File: src/isa_pkg.sv
`default_nettype none

package isa_pkg;

    localparam int WORD_W = 32;
    localparam int REG_AW = 5;

    typedef logic [WORD_W-1:0] word_t;

    // general-purpose and cp0 register numbers
    typedef logic [REG_AW-1:0] reg_addr_t;

    typedef enum logic [3:0] {
        OP_NOP,
        OP_ADD,
        OP_SUB,
        OP_AND,
        OP_OR,
        OP_XOR,
        OP_SLT,
        OP_LW,
        OP_SW,
        OP_MULTU,
        OP_MTC0
    } oper_t;

    localparam word_t     ZERO_WORD = '0;
    localparam reg_addr_t REG_ZERO  = '0;

    // data RAM geometry, word addressed
    localparam int DMEM_WORDS = 256;
    localparam int DMEM_AW    = 8;

endpackage

`default_nettype wire

File: src/pipe_pkg.sv
`default_nettype none

package pipe_pkg;

    // one stall bit per stage, pc at bit 0
    typedef logic [5:0] stall_t;

    localparam int ST_PC  = 0;
    localparam int ST_IF  = 1;
    localparam int ST_ID  = 2;
    localparam int ST_EX  = 3;
    localparam int ST_MEM = 4;
    localparam int ST_WB  = 5;

    // multiplier works one 8-bit digit of the multiplier per step
    localparam int MULT_STEPS   = 4;
    localparam int MULT_DIGIT_W = 8;
    localparam int MULT_CNT_W   = $clog2(MULT_STEPS);

endpackage

`default_nettype wire

File: src/ex_mem.sv
`default_nettype none

module ex_mem
    import isa_pkg::*;
    import pipe_pkg::*;
(
    input  logic      clk,
    input  logic      rst_n,
    input  stall_t    stall,

    input  logic      ex_wreg_write,
    input  reg_addr_t ex_wreg_addr,
    input  word_t     ex_wreg_data,
    output logic      mem_wreg_write,
    output reg_addr_t mem_wreg_addr,
    output word_t     mem_wreg_data,

    // hilo
    input  logic      ex_whilo,
    input  word_t     ex_hi,
    input  word_t     ex_lo,
    output logic      mem_whilo,
    output word_t     mem_hi,
    output word_t     mem_lo,

    // memory access
    input  oper_t     ex_oper,
    input  word_t     ex_mem_oper_addr,
    input  word_t     ex_mem_oper_data,
    output oper_t     mem_oper,
    output word_t     mem_mem_oper_addr,
    output word_t     mem_mem_oper_data,

    // cp0 write
    input  logic      ex_cp0_reg_we,
    input  reg_addr_t ex_cp0_reg_write_addr,
    input  word_t     ex_cp0_reg_data,
    output logic      mem_cp0_reg_we,
    output reg_addr_t mem_cp0_reg_write_addr,
    output word_t     mem_cp0_reg_data
);

    logic load;
    logic bubble;

    // advance, or insert a bubble behind a stalled execute stage
    assign load   = !stall[ST_EX] || !stall[ST_MEM];
    assign bubble = stall[ST_EX];

    always_ff @(posedge clk or negedge rst_n) begin
        if (!rst_n) begin
            mem_wreg_write         <= 1'b0;
            mem_wreg_addr          <= REG_ZERO;
            mem_wreg_data          <= ZERO_WORD;
            mem_whilo              <= 1'b0;
            mem_hi                 <= ZERO_WORD;
            mem_lo                 <= ZERO_WORD;
            mem_oper               <= OP_NOP;
            mem_mem_oper_addr      <= ZERO_WORD;
            mem_mem_oper_data      <= ZERO_WORD;
            mem_cp0_reg_we         <= 1'b0;
            mem_cp0_reg_write_addr <= REG_ZERO;
            mem_cp0_reg_data       <= ZERO_WORD;
        end else if (load) begin
            mem_wreg_write         <= bubble ? 1'b0 : ex_wreg_write;
            mem_wreg_addr          <= bubble ? REG_ZERO : ex_wreg_addr;
            mem_wreg_data          <= bubble ? ZERO_WORD : ex_wreg_data;
            mem_whilo              <= bubble ? 1'b0 : ex_whilo;
            mem_hi                 <= bubble ? ZERO_WORD : ex_hi;
            mem_lo                 <= bubble ? ZERO_WORD : ex_lo;
            mem_oper               <= bubble ? OP_NOP : ex_oper;
            mem_mem_oper_addr      <= bubble ? ZERO_WORD : ex_mem_oper_addr;
            mem_mem_oper_data      <= bubble ? ZERO_WORD : ex_mem_oper_data;
            mem_cp0_reg_we         <= bubble ? 1'b0 : ex_cp0_reg_we;
            mem_cp0_reg_write_addr <= bubble ? REG_ZERO : ex_cp0_reg_write_addr;
            mem_cp0_reg_data       <= bubble ? ZERO_WORD : ex_cp0_reg_data;
        end
    end

endmodule

`default_nettype wire

File: config.mk
export PLATFORM = sky130hd
export DESIGN_NAME = ex_mem
export DESIGN_NICKNAME = d
export VERILOG_FILES = /design/src/isa_pkg.sv /design/src/pipe_pkg.sv /design/src/ex_mem.sv
export SDC_FILE = /design/constraint.sdc
export NUM_CORES = 1
export LEC_CHECK = 0
export ABC_AREA = 1
export BUFFER_PORTS_ARGS = -buffer_cell sky130_fd_sc_hd__buf_2
export CAP_MARGIN = 20
export CORE_AREA = 2 2 165 167
export CTS_CLUSTER_DIAMETER = 80
export CTS_CLUSTER_SIZE = 28
export DETAILED_ROUTE_END_ITERATION = 12
export DIE_AREA = 0 0 167 169
export GPL_TIMING_DRIVEN = 0
export MAX_ROUTING_LAYER = met4
export PLACE_DENSITY_LB_ADDON = 0.25
export SLEW_MARGIN = 40
export SYNTH_ARGS = -nofsm -noshare
export SYNTH_HDL_FRONTEND = slang
export SYNTH_SLANG_ARGS = --single-unit
export TNS_END_PERCENT = 20
File: constraint.sdc
create_clock -name clk -period 1.3 [get_ports clk]
set_input_delay 0.39 -clock clk [delete_from_list [all_inputs] [get_ports clk]]
set_output_delay 0.39 -clock clk [all_outputs]
set_load 0.05 [all_outputs]
# Word-level counts from Yosys, hierarchy flattened
# Cells that the tools add are included.
# Widths: inputs -> output; s select.
[op_classes] muxes=12 n_reduce_logical=3
[op_table] cell="$mux 32" n=6
[op_table] cell="$mux 5" n=2
[op_table] cell="$mux 4" n=1
[op_table] cell="$mux 1" n=3
[op_table] cell="$logic_not 1->1" n=2
[op_table] cell="$logic_or 1x1->1" n=1
[totals] regBits=209 in_bits=217 output_inout_bits=209 wordCells=27

# Logic depth before layout (Yosys ltp)
[depth] word_depth=2 depth_mapped=6

# Worst setup path before layout
# Ideal clock, no wire load.
[synth_path] kind="in2reg" startpoint="input port stall[4]" endpoint="register mem_hi[0]" setup_time_ns=0.120 arrival_ns=0.964 required_ns=1.180 setup_slack_ns=0.216 path_stages=5 n_path_buf=3 path_cell_list="buf_2 > buf_4 > buf_2 > nand3_1 > nand2_1"
[synth_between] elab_chain_cells=2
[synth_rtl] item="start: declaration" line="ex_mem.sv:9" rtl="input stall_t stall,"
[synth_rtl] item="$logic_not 1->1" line="ex_mem.sv:47" rtl="assign load = !stall[ST_EX] || !stall[ST_MEM];"
[synth_rtl] item="$logic_or 1x1->1" line="ex_mem.sv:47"
[synth_rtl] item="end signal: assignment" line="ex_mem.sv:69" rtl="mem_hi <= bubble ? ZERO_WORD : ex_hi;"
[synth_rtl] item="end: declaration" line="ex_mem.sv:23" rtl="output word_t mem_hi,"
# Every way passes these cells.
# A chain may end at the register's enable or synchronous reset.

# Worst setup path in the final report
[layout_path] startpoint="register mem_wreg_data[30]" endpoint="output port mem_wreg_data[30]"
[layout_rtl] item="start: declaration" line="ex_mem.sv:16" rtl="output word_t mem_wreg_data,"
[layout_rtl] item="start signal: assignment" line="ex_mem.sv:67" rtl="mem_wreg_data <= bubble ? ZERO_WORD : ex_wreg_data;"
# No word-level cell between the ends.

==> flow_metrics.py <==
metrics = {
    "setup_path": {
        "critPathLaunchType": "flip-flop",
        "cp_slowest_stage_delay_ps": 440,
        "cp_cell_sequence": "buf_6",
        "crit_fanout": 2,
        "worstPathArrival_ps": 1090,
        "critical-path-top-delay-family": "flip-flops",
        "setup.worst_path.class": "flip-flop to output port",
        "crit_buf_inv": 1,
        "r2r_cells": 3,
        "crit_required_ps": 910,
        "r2r_setup_slack_ps": 520,
        "crit_cells": 1,
        "cp-end-kind": "output port",
        "critPathSlowestCell": "dfrtp_1",
    },
    "synthesis": {
        "ys_seq_elements": 209,
        "yosysWarnings": 0,
        "synthCells": 906,
        "ys_seq_area_share_pct": 63.7,
        "synthTopCellsByArea": "dfrtp_1 (64%), nand2_1 (19%), nand3_1 (13%)",
        "syn-num-nets": 1123,
        "yosysTopAreaCell": "dfrtp_1",
        "syn_avg_cell_area_um2": 9.06,
        "ys_types": 8,
        "yosysTopAreaCellShare_pct": 63.7,
        "syn_area_mm2": 0.00820,
    },
    "drt": {
        "wl_um": 27700,
        "viasPerCell": 4.60,
        "drt-initial-drc-count": 485,
        "routed-via-count": 7942,
        "dr.pass1.iters": 4,
        "postRouteAntennaNets": 0,
        "wl_per_cell_um": 16.0,
        "drc": 0,
    },
    "floorplanning": {
        "ioPinCount": 426,
        "die_w_um": 167,
        "dieArea_mm2": 0.0282,
        "die_h_um": 169,
        "initial_core_util_pct": 31.0,
        "fp.coreArea_mm2": 0.0265,
        "rows": 60,
    },
    "global_routing": {
        "grt_max_degree": 66,
        "antenna_found_initial": 2,
        "overflow": 0,
        "grt_pass1_wl_um": 43300,
        "grt_pass1_vias": 7943,
        "gr-usage-all-layers_pct": 19.6,
    },
    "power": {
        "p_switching_mw": 5.58,
        "combinationalPowerShare_pct": 26.3,
        "p_per_area_mw_per_mm2": 1280,
        "clkPwrFrac_pct": 29.1,
        "ir_worst_vdd_mv": 1.26,
        "p_seq_share_pct": 44.5,
        "p_leak_nw": 7.19,
        "swShare_pct": 33.9,
        "intPower_mw": 10.9,
        "power_mw": 16.5,
    },
    "timing": {
        "period_needed_ps": 1480,
        "slew_violations": 0,
        "max_slew_margin_pct": 67.8,
        "fin_ws_ps": -180,
        "hold_ws_ps": -4.03,
        "max_freq_mhz": 676,
        "fin_crit_sh_pct": 114,
        "fin_skew_ps": 0,
        "setup_violations": 209,
        "worst_pin_slew_ps": 483,
        "rsz0062_at_grt": "yes",
        "hold_viol": 6,
    },
    "layout": {
        "multi_input_area_mm2": 0.00262,
        "drive_above_1_share_pct": 39.1,
        "n_fill_cell": 2585,
        "nets": 1594,
        "final_cells": 1726,
        "final-seq-area_mm2": 0.00523,
        "area_growth_syn_to_layout_pct": 56.7,
    },
    "job": {
        "maxCapViolCount": 0,
    },
    "clock_network": {
        "cts_tree": "done",
        "cts_hold_buf": 1,
        "worstSkewPairLatency_ps": 480,
        "cts-root-buf": "clkbuf_16",
        "clk_pin_slew_ps": 100,
        "cts_max_level": 1,
        "clk_path_buf_depth": 3,
        "cts_buffers": 13,
        "cts_sinks": 209,
    },
    "placement": {
        "dp_hpwl_um": 20300,
        "io_buffers": 420,
        "place_congestion": 0.791,
        "dp_cells": 1670,
    },
    "status": {
        "violations": "negative hold slack, negative setup slack",
        "status": "complete, but fails checks",
    },
    "hold_path": {
        "min_path_type": "input port to asynchronous set/reset pin",
    },
}
==> power groups by stage <==
| stage | logic (mW) | registers, mW | clock network (mW) |
|---|---|---|---|
| 2_1_floorplan | 0.694 | 9.01 | 0 |
| 3_3_place_gp | 3.63 | 7.33 | 0 |
| 3_5_place_dp | 3.68 | 7.34 | 0 |
| 4_1_cts | 4.31 | 7.33 | 4.95 |
| 5_1_grt | 4.60 | 7.38 | 5.24 |
| 6_report | 4.33 | 7.33 | 4.79 |
==> cells in the mapped netlist (all sizes together) <==
cell / n
buf: 64
nand3: 209
nand2: 418
clkbuf: 5
inv: 1
dfrtp: 209
==> cells in the final DEF, fill, tap and decap left out <==
cell and instances:
inv_6 1, nand3_1 209, clkbuf_1 5, bufinv_16 2
buf_4 36, diode_2 2, clkinvlp_4 1, inv_16 1
clkbuf_16 13, buf_12 1, inv_8 2, inv_12 1
nand2_1 418, buf_2 269, buf_6 210, dlymetal6s4s_1 1
dfrtp_1 209, inv_2 1, buf_16 3
==> path summary, 6_finish.rpt <==
path                                         end            startpoint
max reg2reg                    mem_wreg_data[28]     mem_wreg_data[28]
min                        mem_mem_oper_data[29]                 rst_n
min in group clk           mem_mem_oper_data[29]  ex_mem_oper_data[29]
min reg2reg                    mem_wreg_data[17]     mem_wreg_data[17]
max in group asynchronous              mem_hi[4]                 rst_n
max                            mem_wreg_data[30]     mem_wreg_data[30]
==> per-stage QoR <==
stage / utilization, % / worst slack (ps) / setup TNS [ps] / instance area [um2] / hold slack [ps]
global placement: 40.5 / -3930 / -836220 / 10700 / 481
global route: 48.5 / -225 / -37500 / 12900 / -11.3
floorplan: - / 216 / 0 / 8200 / 94.4
finish: 48.5 / -180 / -27790 / 12900 / -4.03
CTS: 47.9 / -204 / -32440 / 12700 / 79.8
detailed placement: 40.8 / -237 / -20800 / 10800 / 275
==> cell type report <==
type                            instances  share of cell area [%]
Inverter                                1                  0.0292
Clock buffer                           13                    2.53
Antenna cell                            2                  0.0389
Multi-Input combinational cell        627                    20.3
Sequential cell                       209                    40.7
Clock inverter                          8                    1.05
Timing Repair Buffer                  456                    29.2
Buffer                                 69                    2.76
Tap cell                              341                    3.32
==> cells by family (layout without fill, tap and decap cells) <==
logic type,count (synthesis),count (layout),synth area share (%)
buffers and inverters,70,547,4.38
other,0,2,0
flip-flops,209,209,63.7
AND/OR/NAND/NOR,627,627,31.9
==> registers in the layout, indices dropped and copies added, names as in the netlist, 4 cells and up <==
register,count
mem_cp0_reg_data,32
mem_hi,32
mem_lo,32
mem_mem_oper_addr,32
mem_mem_oper_data,32
mem_wreg_data,32
mem_cp0_reg_write_addr,5
mem_wreg_addr,5
mem_oper,4
==> routing by layer <==
metal / vias to the layer above / routed length, um / GRT usage, %
li1: 3839 / - / -
met1: 3741 / 11200 / 24.0
met2: 322 / 13700 / 32.8
met3: 40 / 2240 / 5.14
met4: 0 / 530 / 4.42
met5: - / 0 / -
==> repair_timing <==
action	CTS	global route
resized for setup	418	2
hold endpoints to repair	31	20
setup endpoints to repair	209	268
buffers inserted	13	19
Power figures use the tool's default switching activity.
